==> config.mk <==
export PLATFORM = sky130hd
export DESIGN_NAME = stackCache
export DESIGN_NICKNAME = d
export VERILOG_FILES = /design/src/logic/stackCachePkg.sv /design/src/logic/stackCache.sv /design/src/logic/stackLineStore.sv /design/src/logic/stackLineTransfer.sv /design/src/logic/stackPointerUnit.sv
export VERILOG_INCLUDE_DIRS = /design/src /design/src/logic
export SDC_FILE = /design/constraint.sdc
export NUM_CORES = 1
export LEC_CHECK = 0
export BUFFER_PORTS_ARGS = -buffer_cell sky130_fd_sc_hd__buf_2
export CAP_MARGIN = 20
export CORE_AREA = 8 8 281 283
export DETAILED_ROUTE_END_ITERATION = 10
export DIE_AREA = 0 0 289 291
export PLACE_DENSITY = 0.76
export SLEW_MARGIN = 10
export SYNTH_ARGS = -nofsm -noshare
export SYNTH_HDL_FRONTEND = slang
export SYNTH_SLANG_ARGS = --single-unit
==> constraint.sdc <==
create_clock -name clk -period 11.52 [get_ports clk]
set_input_delay 1.152 -clock clk [delete_from_list [all_inputs] [get_ports clk]]
set_output_delay 1.152 -clock clk [all_outputs]
set_load 0.005 [all_outputs]
==> src/logic/stackCache_defs.svh <==
// Word, line and reset pointer macros for the stack cache
`ifndef STACK_CACHE_DEFS_SVH
`define STACK_CACHE_DEFS_SVH

// Data word width in bits
`define WORD_BITS 32

// Words held in one cache line
`define LINE_WORDS 8

// Line width in bits, eight words of 32 bits
`define LINE_BITS 256

// Pointer after reset
// Word aligned, sits at the top of a grows-down stack area
`define STACK_RESET_PTR 32'h0000_1000

`endif

==> src/logic/stackCachePkg.sv <==
// Stack cache types: operation and transfer enums, command, line request and miss structs
`default_nettype none

`include "stackCache_defs.svh"

package stackCachePkg;

    // Byte offset bits inside one line
    localparam int LINE_OFFSET_BITS = $clog2(`LINE_BITS / 8);

    // Processor operation on the stack register
    typedef enum logic [1:0] {
        opNone,
        opPush,
        opPop,
        opPeek
    } stackOpE;

    // Processor request, 34 bits
    typedef struct packed {
        stackOpE                op;
        logic [`WORD_BITS-1:0]  pushData;
    } stackCmdT;

    // Upper address bits naming one line
    typedef logic [`WORD_BITS-LINE_OFFSET_BITS-1:0] lineAddrT;

    // Memory side request, write or read of a whole line
    typedef struct packed {
        logic                   write;
        lineAddrT               lineAddr;
        logic [`LINE_BITS-1:0]  data;
    } lineReqT;

    // Line store asks the transfer engine for a spill and/or fill
    typedef struct packed {
        logic                   spill;
        lineAddrT               spillAddr;
        lineAddrT               fillAddr;
        logic [`LINE_BITS-1:0]  spillData;
    } missT;

    // Transfer engine states
    typedef enum logic [1:0] {
        xferIdle,
        xferSpill,
        xferFill
    } xferStateE;

endpackage

`default_nettype wire

==> src/logic/stackCache.sv <==
// Stack cache top level joining pointer unit, line store and transfer engine
`default_nettype none

`include "stackCache_defs.svh"

module stackCache (
    input  wire logic                    clk,
    input  wire logic                    rstN,
    // Processor side
    input  wire logic                    cmdValid,
    input  wire stackCachePkg::stackCmdT cmd,
    output logic      [`WORD_BITS-1:0]   topData,
    output logic                         topValid,
    output logic                         stall,
    output logic                         boundFault,
    // Stack control
    input  wire logic [`WORD_BITS-1:0]   upperBound,
    input  wire logic [`WORD_BITS-1:0]   lowerBound,
    input  wire logic                    growsUp,
    input  wire logic [`WORD_BITS-1:0]   newPointer,
    input  wire logic                    swap,
    output logic      [`WORD_BITS-1:0]   stackPointer,
    // Memory side
    output logic                         memReq,
    output stackCachePkg::lineReqT       memReqData,
    input  wire logic                    memAck,
    input  wire logic [`LINE_BITS-1:0]   memLineIn
);

    import stackCachePkg::*;

    logic [`WORD_BITS-1:0] targetAddr;
    logic                  targetOk;
    logic                  opAccept;
    logic                  swapTake;
    logic                  missStart;
    missT                  miss;
    logic                  busy;
    logic                  fillDone;
    logic [`LINE_BITS-1:0] fillLine;

    stackPointerUnit pointer_i (
        .clk, .rstN, .cmd, .opAccept, .upperBound, .lowerBound,
        .growsUp, .newPointer, .swapTake, .stackPointer, .targetAddr, .targetOk
    );

    stackLineStore store_i (
        .clk, .rstN, .cmdValid, .cmd, .targetAddr, .targetOk, .stackPointer,
        .swap, .busy, .fillDone, .fillLine, .opAccept, .swapTake, .stall,
        .boundFault, .topData, .topValid, .missStart, .miss
    );

    stackLineTransfer xfer_i (
        .clk, .rstN, .missStart, .miss, .memAck, .memLineIn,
        .busy, .fillDone, .fillLine, .memReq, .memReqData
    );

endmodule

`default_nettype wire

==> src/logic/stackLineStore.sv <==
// Resident stack line with tag, valid and dirty, hit check, word access and miss request
`default_nettype none

`include "stackCache_defs.svh"

module stackLineStore (
    input  wire logic                    clk,
    input  wire logic                    rstN,
    input  wire logic                    cmdValid,
    input  wire stackCachePkg::stackCmdT cmd,
    input  wire logic [`WORD_BITS-1:0]   targetAddr,
    input  wire logic                    targetOk,
    input  wire logic [`WORD_BITS-1:0]   stackPointer,
    input  wire logic                    swap,
    input  wire logic                    busy,
    input  wire logic                    fillDone,
    input  wire logic [`LINE_BITS-1:0]   fillLine,
    output logic                         opAccept,
    output logic                         swapTake,
    output logic                         stall,
    output logic                         boundFault,
    output logic      [`WORD_BITS-1:0]   topData,
    output logic                         topValid,
    output logic                         missStart,
    output stackCachePkg::missT          miss
);

    import stackCachePkg::*;

    localparam int WORD_IDX_BITS = $clog2(`LINE_WORDS);

    logic [`LINE_WORDS-1:0][`WORD_BITS-1:0] lineData;
    lineAddrT                               lineTag;
    logic                                   lineValid;
    logic                                   lineDirty;

    lineAddrT                               targetLine;
    logic [WORD_IDX_BITS-1:0]               targetWord;
    logic                                   opReq;
    logic                                   hit;
    logic                                   missReq;
    logic                                   flushReq;
    logic                                   pushAccept;

    // Split target address into line and word index
    assign targetLine = targetAddr[`WORD_BITS-1:LINE_OFFSET_BITS];
    assign targetWord = targetAddr[LINE_OFFSET_BITS-1:2];

    assign opReq = cmdValid && (cmd.op != opNone);
    assign hit   = lineValid && (lineTag == targetLine);

    // Processor handshake
    assign opAccept   = opReq && targetOk && hit && !busy;
    assign stall      = opReq && targetOk && !hit;
    assign boundFault = opReq && !targetOk;
    assign pushAccept = opAccept && (cmd.op == opPush);

    // Pop and peek read at the pointer, which is also the target
    assign topData  = lineData[stackPointer[LINE_OFFSET_BITS-1:2]];
    assign topValid = opAccept && (cmd.op != opPush);

    // Swap only while no operation is pending and the engine rests
    assign swapTake = swap && !cmdValid && !busy;

    // Miss fetches the target line and flush only writes the dirty line out
    assign missReq   = stall && !busy;
    assign flushReq  = swapTake && lineValid && lineDirty;
    assign missStart = missReq || flushReq;

    // Flush is marked by fill address equal to spill address
    always_comb begin
        miss.spill     = lineValid && lineDirty;
        miss.spillAddr = lineTag;
        miss.fillAddr  = flushReq ? lineTag : targetLine;
        miss.spillData = lineData;
    end

    // Line payload and tag
    always_ff @(posedge clk) begin
        if (fillDone) begin
            lineData <= fillLine;
        end else if (pushAccept) begin
            lineData[targetWord] <= cmd.pushData;
        end
        // Tag follows the line being fetched
        if (missReq) begin
            lineTag <= targetLine;
        end
    end

    // Valid and dirty state
    always_ff @(posedge clk or negedge rstN) begin
        if (!rstN) begin
            lineValid <= 1'b0;
            lineDirty <= 1'b0;
        end else if (fillDone) begin
            lineValid <= 1'b1;
            lineDirty <= 1'b0;
        end else if (missStart || swapTake) begin
            lineValid <= 1'b0;
            lineDirty <= 1'b0;
        end else if (pushAccept) begin
            lineDirty <= 1'b1;
        end
    end

    // A resident line never coexists with a line transfer, so no access while a line moves
    acceptNotBusy: assert property (
        @(posedge clk) disable iff (!rstN)
        hit |-> !busy
    );

    // Engine picks up each miss and stays busy, so it takes one miss at a time
    missNotBusy: assert property (
        @(posedge clk) disable iff (!rstN)
        missStart |=> busy
    );

endmodule

`default_nettype wire

==> src/logic/stackLineTransfer.sv <==
// Spill and fill engine driving the memory request/acknowledge pair
`default_nettype none

`include "stackCache_defs.svh"

module stackLineTransfer (
    input  wire logic                   clk,
    input  wire logic                   rstN,
    input  wire logic                   missStart,
    input  wire stackCachePkg::missT    miss,
    input  wire logic                   memAck,
    input  wire logic [`LINE_BITS-1:0]  memLineIn,
    output logic                        busy,
    output logic                        fillDone,
    output logic      [`LINE_BITS-1:0]  fillLine,
    output logic                        memReq,
    output stackCachePkg::lineReqT      memReqData
);

    import stackCachePkg::*;

    xferStateE  state;
    missT       pending;
    logic       fillSuppress;
    logic       spilling;

    assign busy     = (state != xferIdle);
    assign spilling = (state == xferSpill);

    // Capture the miss when it starts
    always_ff @(posedge clk) begin
        if ((state == xferIdle) && missStart) begin
            pending <= miss;
            // Swap flush carries fill address equal to spill address
            fillSuppress <= miss.spill && (miss.fillAddr == miss.spillAddr);
        end
    end

    // Request is built from the held miss, so it stays put until ack
    always_comb begin
        memReqData.write    = spilling;
        memReqData.lineAddr = spilling ? pending.spillAddr : pending.fillAddr;
        memReqData.data     = spilling ? pending.spillData : '0;
    end

    // Fetched line goes straight to the line store
    assign fillDone = (state == xferFill) && memReq && memAck;
    assign fillLine = memLineIn;

    always_ff @(posedge clk or negedge rstN) begin
        if (!rstN) begin
            state  <= xferIdle;
            memReq <= 1'b0;
        end else begin
            case (state)
                xferIdle: begin
                    if (missStart) begin
                        state  <= miss.spill ? xferSpill : xferFill;
                        memReq <= 1'b1;
                    end
                end
                xferSpill: begin
                    if (memReq && memAck) begin
                        memReq <= 1'b0;
                        state  <= fillSuppress ? xferIdle : xferFill;
                    end
                end
                xferFill: begin
                    if (memReq && memAck) begin
                        memReq <= 1'b0;
                        state  <= xferIdle;
                    end else if (!memReq) begin
                        // One low cycle after the spill ack, then read
                        memReq <= 1'b1;
                    end
                end
                default: begin
                    state  <= xferIdle;
                    memReq <= 1'b0;
                end
            endcase
        end
    end

    // Request held steady until acknowledged
    reqStable: assert property (
        @(posedge clk) disable iff (!rstN)
        memReq && !memAck |=> memReq && $stable(memReqData)
    );

endmodule

`default_nettype wire

==> src/logic/stackPointerUnit.sv <==
// Stack pointer register with target address, bound check and swap load
`default_nettype none

`include "stackCache_defs.svh"

module stackPointerUnit (
    input  wire logic                    clk,
    input  wire logic                    rstN,
    input  wire stackCachePkg::stackCmdT cmd,
    input  wire logic                    opAccept,
    input  wire logic [`WORD_BITS-1:0]   upperBound,
    input  wire logic [`WORD_BITS-1:0]   lowerBound,
    input  wire logic                    growsUp,
    input  wire logic [`WORD_BITS-1:0]   newPointer,
    input  wire logic                    swapTake,
    output logic      [`WORD_BITS-1:0]   stackPointer,
    output logic      [`WORD_BITS-1:0]   targetAddr,
    output logic                         targetOk
);

    import stackCachePkg::*;

    // One word in bytes
    localparam logic [`WORD_BITS-1:0] WORD_STEP = `WORD_BITS'(4);

    logic [`WORD_BITS-1:0] pushStep;
    logic [`WORD_BITS-1:0] nextPointer;

    // Push moves down by default, up when the stack grows up
    assign pushStep = growsUp ? WORD_STEP : -WORD_STEP;

    // Word touched by the operation and pointer after it
    always_comb begin
        targetAddr  = stackPointer;
        nextPointer = stackPointer;
        case (cmd.op)
            opPush: begin
                targetAddr  = stackPointer + pushStep;
                nextPointer = stackPointer + pushStep;
            end
            // Pop reads at the pointer, then steps back
            opPop: begin
                nextPointer = stackPointer - pushStep;
            end
            default: begin
                nextPointer = stackPointer;
            end
        endcase
    end

    // Resulting pointer must stay inside the inclusive window
    assign targetOk = (nextPointer >= lowerBound) && (nextPointer <= upperBound);

    always_ff @(posedge clk or negedge rstN) begin
        if (!rstN) begin
            stackPointer <= `STACK_RESET_PTR;
        end else if (swapTake) begin
            stackPointer <= newPointer;
        end else if (opAccept) begin
            stackPointer <= nextPointer;
        end
    end

    // Pointer never leaves word alignment, swaps included
    pointerAligned: assert property (
        @(posedge clk) disable iff (!rstN)
        stackPointer[1:0] == 2'b00
    );

endmodule

`default_nettype wire

==> results.txt, run 1 <==
The maximum count of clock buffers along a single path is 3. The tightest min-delay check is of the register to register type. The share of synthesized area in the top cell type comes to 0.523. The detailed router finished its first iteration with around 3800 violations. The post-placement worst setup slack came out at 2.24 ns.

The detail route stage leaves a number of antenna-violating nets equal to 0. The synthesis-to-layout area growth came out at 21.0%. The later pin in the worst-skew pair is clocked with a latency of around 0.63 ns. In this run the clock root is driven by a sky130_fd_sc_hd__clkbuf_16.

The hold buffer count at cts came out at 0. In the final layout, the share of cells above drive strength 1 is 0.294. By count the netlist is led by 594 x sky130_fd_sc_hd__edfxtp_1, 406 x sky130_fd_sc_hd__nand2_1, 333 x sky130_fd_sc_hd__o21ai_0, 282 x sky130_fd_sc_hd__and2_1, 144 x sky130_fd_sc_hd__clkbuf_1.

In this run the standard cell core region covers 74800 um^2. The post-detailed-route DRC marker count is 0. Max-cap violations in this run came to 0. The number of gates given a new drive strength after cts came out at 0. The critical path data required time came out at approximately 10 ns. After clock tree synthesis, the clock-pin slew on the worst setup and hold paths is 0.07 ns.

The total standard cell area after synthesis came out at 34100 um^2. The net count after synthesis is 3534. The global router's overall resource usage came out at 0.322. The die area is ~84000 um^2. The per-cell via count in the routed design is approximately 6.1.

The final-report hold violation count came out at 0. The worst-case register-to-register setup slack came out at between 2 and 3 ns. The async set-reset flop share out of synthesis is 0.0586. The number of different library cells used by synthesis comes to slightly above 90.

The die span in y came out at between 200 and 300 um. The mean cell area of the mapped netlist is approximately 11 um^2. The worst-case IR drop observed on VDD is around 0.00012 V.

The number of antenna violations at the first check in global routing came to 22. The number of buffers added by the clock tree synthesis step came out at between 60 and 70. In the post-route analysis, the smallest setup slack over all paths is around 2.4 ns.

The number of H-tree branching levels is 3. After detailed routing, the total wire length is 140000 um. The number of pins exceeding their max-slew limit in the final report came out at 0. The pin slew with the least headroom to its limit is around 1.1 ns. The critical path launch point type is a primary input. The worst reg2reg path depth came out at 23. The number of iterations in the first detailed-routing pass is 6. In this run, synthesis inferred approximately 600 flip-flops with an integrated enable. The biggest area contributor in the post-synthesis netlist is sky130_fd_sc_hd__edfxtp_1. The final critical path time including I/O delays and setup came out at between 9 and 10 ns. The maximum fanout encountered on the critical timing path is 17. The relative max-transition margin is 0.249. The number of vias in the routed layout is around 29000. The total number of nets in the final design came out at approximately 4200. Counting every instance in the synthesized netlist gives around 3000.

Setup repair after global routing left no endpoint under its margin. The post-detailed-route wirelength per cell came out at 29.6 um. The leakage power total came out at about 17 nW. The number of placement rows is a little over 100. The highest clock frequency the design can meet came out at ~110 MHz. TritonCTS built the clock tree. Data arrives at the worst endpoint at approximately 8.0 ns.

The share of the Yosys chip area taken by registers is 0.550. The worst hold path passes through 0 cells. The clock sink total is between 600 and 700.

The number of global-route vias before repair is ~28000. From left edge to right edge, the die measures 289 um. Sorting the synthesized cells by area gives the leading types as sky130_fd_sc_hd__edfxtp_1 52%, sky130_fd_sc_hd__and2_1 5.2%, sky130_fd_sc_hd__o21ai_0 4.9%, sky130_fd_sc_hd__ha_1 4.5%, sky130_fd_sc_hd__nand2_1 4.5%. The number of buffers added for setup after CTS came out at 0.

The half-perimeter wire length of the detailed placement result is ~110000 um. between 700 and 800 I/O pins were placed. The number of flip-flops and latches in the synthesized netlist is approximately 630.

The accumulated negative setup slack is 0 ns. The count of buffers added on input and output ports is between 700 and 800. The most frequently used cell type in the post-synthesis netlist is sky130_fd_sc_hd__edfxtp_1. The placer's final routability congestion estimate is roughly 1.0.

The initial cell density of the core came out at 0.456. Setup violations remaining at the end of the flow were counted as 0. STA classifies the critical path endpoint as an output port. The synthesis warning total is 0.

The flip-flop cell with the highest count after synthesis is sky130_fd_sc_hd__edfxtp_1. The flow ran to the end, and the final reports show no timing, DRC or antenna violations. The global-route wire length before repair is just under 200000 um.

The power density relative to cell area came out at 215 nW/um^2. In the finished design, the share of the clock period the worst path needs comes to 0.793. The clock skew after layout is between 0.04 and 0.05 ns. After global routing the overflow that remains totals 0.

The maximum number of pins on one net before global-route repair is a little under 100. The critical path class is primary input to output port.
-- worst max-delay path: stages --
cell and delay, ns:
sky130_fd_sc_hd__buf_2 0.11, sky130_fd_sc_hd__inv_1 0.44, sky130_fd_sc_hd__buf_4 0.35, sky130_fd_sc_hd__ha_1 0.44, sky130_fd_sc_hd__nand2_1 0.10, sky130_fd_sc_hd__nor3_1 0.51
sky130_fd_sc_hd__a21oi_1 0.27, sky130_fd_sc_hd__o311ai_1 0.77, sky130_fd_sc_hd__o31a_1 0.39, sky130_fd_sc_hd__xnor2_1 0.16, sky130_fd_sc_hd__mux2_2 0.35, sky130_fd_sc_hd__a221oi_1 0.25
sky130_fd_sc_hd__o211ai_1 0.22, sky130_fd_sc_hd__ha_1 0.35, sky130_fd_sc_hd__nand4_1 0.14, sky130_fd_sc_hd__nor4_1 0.38, sky130_fd_sc_hd__inv_1 0.08, sky130_fd_sc_hd__a41oi_1 0.21
sky130_fd_sc_hd__a211oi_1 0.09, sky130_fd_sc_hd__o221ai_1 0.57, sky130_fd_sc_hd__nor2_1 0.21, sky130_fd_sc_hd__nand4_1 0.16, sky130_fd_sc_hd__nor2_1 0.10, sky130_fd_sc_hd__buf_2 0.17
-- placed cells by master (no fill, tap or decap), drive strengths merged, types with 16 or more instances in the layout --
| master | netlist | final |
|---|---|---|
| buf | 46 | 803 |
| edfxtp | 594 | 594 |
| nand2 | 406 | 406 |
| o21ai | 340 | 340 |
| and2 | 282 | 282 |
| nor2 | 142 | 142 |
| ha | 124 | 124 |
| inv | 116 | 121 |
| a21oi | 93 | 93 |
| mux2 | 80 | 80 |
| clkbuf | 144 | 78 |
| mux4 | 64 | 64 |
| xnor2 | 61 | 61 |
| nand3 | 48 | 48 |
| dfrtp | 36 | 36 |
| a21o | 35 | 35 |
| a221o | 32 | 32 |
| nand4 | 30 | 30 |
| nor3 | 30 | 30 |
| clkinv | 1 | 27 |
| nor2b | 18 | 18 |
| o211ai | 17 | 17 |
| a31oi | 16 | 16 |
-- registers in the layout, indices dropped and copies added, names as in the netlist --
name	cells
xfer_i.state	2
store_i.miss	256
xfer_i.pending	310
store_i.lineValid	1
store_i.lineDirty	1
xfer_i.memReq	1
xfer_i.fillSuppress	1
pointer_i.stackPointer	32
store_i.lineTag	27
-- where the power goes --
group,internal [mW],switching [mW],total (mW)
sequential,3.02,0.288,3.31
clock,1.25,0.952,2.20
combinational,1.17,2.18,3.36
-- final cells by class --
type | instances | area [um^2]
Sequential cell | 631 | 18800
Antenna cell | 10 | 25.0
Clock inverter | 43 | 518
Tap cell | 978 | 1220
Fill cell | 6306 | 33500
Multi-Input combinational cell | 2078 | 14300
Timing Repair Buffer | 804 | 4290
Inverter | 117 | 439
Clock buffer | 77 | 1710
-- layer usage --
layer / vias up / global-route usage / wire (um)
li1: 12400 / - / -
met5: - / 0 / 80
met3: 443 / 0.0886 / 17600
met2: 2248 / 0.498 / 63000
met1: 13900 / 0.409 / 50700
met4: 14 / 0.173 / 8790
-- stage by stage --
stage / utilization / area [um^2] / hold slack [ns] / power (mW) / instances
after floorplan: - / 34100 / 0.421 / 5.23 / 3016
after global placement: 0.520 / 38900 / 0.423 / 6.56 / 4604
after detailed placement: 0.521 / 39000 / 0.429 / 6.59 / 4606
after CTS: 0.551 / 41200 / 0.428 / 8.79 / 4726
after global routing: 0.551 / 41300 / 0.435 / 9.18 / 4731
final: 0.552 / 41300 / 0.424 / 8.87 / 4738
-- cells by family (layout without fill, tap and decap cells) --
family                   Yosys count  after routing  share of synthesized area
other                              0             10                          0
AO/OA/AOI/OAI                    667            667                      0.121
flip-flops                       631            631                      0.550
adder cells (fa/ha/maj)          126            126                     0.0467
multiplexers                     156            156                     0.0722
XOR/XNOR                          76             76                     0.0204
buffers and inverters            307           1041                     0.0363
AND/OR/NAND/NOR                 1053           1053                      0.153
-- worst paths after layout --
path	startpoint	endpoint
setup reg to reg	pointer_i.stackPointer[3]$_DFFE_PN0P_	store_i.miss[101]$_DFFE_PP_
setup / recovery	growsUp	topValid
hold reg to reg	store_i.miss[96]$_DFFE_PP_	xfer_i.pending[96]$_DFFE_PP_
min in group asynchronous	rstN	pointer_i.stackPointer[13]$_DFFE_PN0P_
hold / removal	store_i.miss[96]$_DFFE_PP_	xfer_i.pending[96]$_DFFE_PP_
max in group asynchronous	rstN	pointer_i.stackPointer[3]$_DFFE_PN0P_
(Power assumes the default switching activity.)
==> run 2: changes to the inputs <==
--- a/config.mk
+++ b/config.mk
@@ -11,7 +11,7 @@
 export CORE_AREA = 8 8 281 283
 export DETAILED_ROUTE_END_ITERATION = 10
 export DIE_AREA = 0 0 289 291
-export PLACE_DENSITY = 0.76
+export PLACE_DENSITY = 0.73
 export SLEW_MARGIN = 10
 export SYNTH_ARGS = -nofsm -noshare
 export SYNTH_HDL_FRONTEND = slang
==> constraint.sdc (replaced) <==
create_clock -name clk -period 8.5 [get_ports clk]
set_input_delay 0.85 -clock clk [delete_from_list [all_inputs] [get_ports clk]]
set_output_delay 0.85 -clock clk [all_outputs]
set_load 0.005 [all_outputs]
==> run 2 against run 1 <==
Compared with the run above: design area grew 0.48%; core utilization grew 0.26 points; wire length shrank 0.78%; register-to-register slack lost 2.0 ns; largest power group unchanged; die area is the same; setup slack lost 2.0 ns; cell count grew 0.40%; first-iteration DRC count grew 1.8%; sequential share of layout area shrank 0.22 points; critical endpoint unchanged.
==> results.txt, run 2 (synthesis gave the netlist of run 1 again) <==
The count of buffers added on input and output ports is roughly 740. The tree is rooted in a sky130_fd_sc_hd__clkbuf_16. The area inside the core boundary is 74800 um^2. The critical path launch point type is a primary input. STA classifies the critical path endpoint as an output port. The peak supply drop is 0.000169 V. The initial utilization of the core area, before any placement, comes to 0.456. The maximum fanout encountered on the critical timing path came out at 13. The total length of routed wires came out at approximately 140000 um. The clock latency on the worst-skew pair is approximately 0.64 ns. The width of the chip is between 200 and 300 um. The per-cell via count in the routed design came out at around 6. Post-CTS repair changed the size of 0 cells. The synthesis-to-layout area growth came out at 21.6%. TritonCTS built the clock tree. Entering global routing, the biggest net connects roughly 260 pins. The number of flip-flops in the largest register came out at 310.

The class of the tightest hold or removal check is primary input to asynchronous set/reset pin. The final global-route overflow total came out at 0. The register containing the most flip-flops in the final layout is xfer_i.pending.

The number of H-tree branching levels is 3. The run finished with clean final reports. The detailed router's first-iteration violation count came out at between 3000 and 4000. The register cell area after layout is approximately 19000 um^2.

The top cell types in the final layout, fill and taps aside, are 743 x sky130_fd_sc_hd__buf_2, 594 x sky130_fd_sc_hd__edfxtp_1, 402 x sky130_fd_sc_hd__nand2_1. The clock sink total came out at ~630. The highest clock frequency the design can meet came out at ~120 MHz. The half-perimeter wire length of the detailed placement result is roughly 100000 um.

The slowest stage of the critical path belongs to the cell sky130_fd_sc_hd__o311ai_1. The worst register-to-register path begins at pointer_i.stackPointer[8]$_DFFE_PN0P_. The final-report hold violation count is 0.

In the finished design, the share of the clock period the worst path needs comes to 0.950. The worst path arrival time is 7.22 ns. The library cell used most frequently in the layout, excluding fill and tap cells, is sky130_fd_sc_hd__buf_2. The clock transition at the register clock pins on the worst setup and hold paths after CTS is approximately 0.06 ns. The final cell utilization of the core is 0.554. The critical path is of the primary input to output port type. Summed over all cells, the static leakage comes to 16.7 nW. The cell family contributing the most delay on the critical path is compound AO/OA/AOI/OAI gates.

On the worst path, the slowest cell contributes a delay of around 0.7 ns. The worst reg2reg path depth is 20. The number of global-route vias before repair came out at roughly 29000. The ratio of cells with drive above 1 in the final layout came out at 0.298. The worst-case register-to-register setup slack came out at 1.00 ns. The pin slew with the least headroom to its limit came out at roughly 1.4 ns. The die area is 84100 um^2. From bottom edge to top edge, the die measures 291 um.

The global router's overall resource usage is 0.318. The global-route wire length before repair is between 150000 and 200000 um. The clock skew after layout is 0.0562 ns.

The number of buffers added for setup after CTS came out at 0. The relative max-transition margin came out at 0.0716. Max-cap violations in this run came to 0. The number of vias in the routed layout is roughly 29000. The number of iterations in the first detailed-routing pass came out at 8. Subtracting the final worst setup slack from the clock period gives about 8.1 ns. For this run, design rule violations remaining after detail routing come to 0.

The number of antenna-violating nets in the routed design is 0. The placer's final routability congestion estimate came out at 1.04. The maximum count of clock buffers along a single path is 3. The multi-input combinational cells in the finished layout cover a total of roughly 14000 um^2. The total of fill cells in the finished design is about 6400. In the final routed layout, each cell accounts on average for 29.2 um. The number of antenna violations at the first check in global routing came out at 22. The overall power came out at 12.0 mW. The endpoint of the worst-slack reg-to-reg timing path is xfer_i.pending[160]$_DFFE_PP_. STA puts the critical path data required time at between 7 and 8 ns.

The number of primary I/O pins is roughly 740. The hold buffer count at cts came out at 0. The number of buffers added by the clock tree synthesis step is 67. The number of placement rows came out at between 100 and 150. The number of buffers and inverters on the critical path came out at 4. The final count of negative-setup-slack endpoints is 0. The number of pins exceeding their max-slew limit in the final report was 0. The total number of nets in the final design came out at between 4000 and 5000. The critical path goes through buf_2, clkinvlp_4, ha_1, nor2_1, nor3_1, a21oi_1, o311ai_1, o31a_1, xnor2_1, mux2_2, a221oi_1, o211ai_1, ha_1, nand4_1, nor4_1, inv_1, a41oi_1, a211oi_2, o221ai_2, nor2_2, nand4_1, nor2_1, buf_2.

Power spread over the standard cell area amounts to slightly below 300 nW/um^2. Setup repair after global routing left no endpoint under its margin.
[run 2: worst max-delay path by stage]
stage | from | end | slack (ns) | cells after the start
3_3_place_gp | growsUp | xfer_i.pending[80]$_DFFE_PP_ | 0.48 | 22
6_report | growsUp | topValid | 0.43 | 23
3_5_place_dp | growsUp | xfer_i.pending[90]$_DFFE_PP_ | 0.38 | 22
2_1_floorplan | growsUp | xfer_i.fillSuppress$_DFFE_PP_ | -0.57 | 25
4_1_cts | growsUp | topValid | 0.65 | 23
5_1_grt | growsUp | topValid | 0.12 | 23
[run 2: report_power, final]
group | total [mW] | switching, mW | internal (mW)
Sequential | 4.49 | 0.394 | 4.09
Combinational | 4.64 | 2.97 | 1.67
Clock | 2.85 | 1.28 | 1.57
[run 2: per-stage QoR]
step / cells / worst slack (ns) / hold slack (ns) / setup TNS [ns] / area (um^2)
2_1_floorplan: 3016 / -0.575 / 0.421 / -178.82 / 34300
6_report: 4757 / 0.428 / 0.0848 / 0 / 41500
3_5_place_dp: 4626 / 0.378 / 0.430 / 0 / 39300
4_1_cts: 4742 / 0.646 / 0.409 / 0 / 41400
3_3_place_gp: 4626 / 0.483 / 0.423 / 0 / 39300
5_1_grt: 4753 / 0.123 / 0.0803 / 0 / 41500
[run 2: final cells by class]
type | instances | area share
clock inverters | 31 | 0.00878
inverters | 117 | 0.0107
multi-input cells | 2078 | 0.346
flip-flops and latches | 631 | 0.453
diodes | 12 | 0.000724
well taps | 978 | 0.0295
clock buffers | 85 | 0.0421
repair buffers | 825 | 0.109
[run 2: worst reg2reg max path: cells and delay by family, from the launching register on]
family / cells / cell delay, ns
compound gates: 7 / 2.21
xor+xnor: 1 / 0.16
fa+ha+maj: 2 / 0.86
buf+inv: 2 / 0.57
flops: 1 / 0.59
mux: 1 / 0.35
simple gates: 7 / 2.39
[run 2: metal layers]
layer / wire length [um] / part of all wire / vias up / global-route usage
met5: 102 / 0.00073 / - / 0
met4: 8160 / 0.059 / 16 / 0.176
met3: 16000 / 0.12 / 428 / 0.0726
met2: 63400 / 0.46 / 2168 / 0.495
met1: 51400 / 0.37 / 13900 / 0.409
li1: - / - / 12400 / -
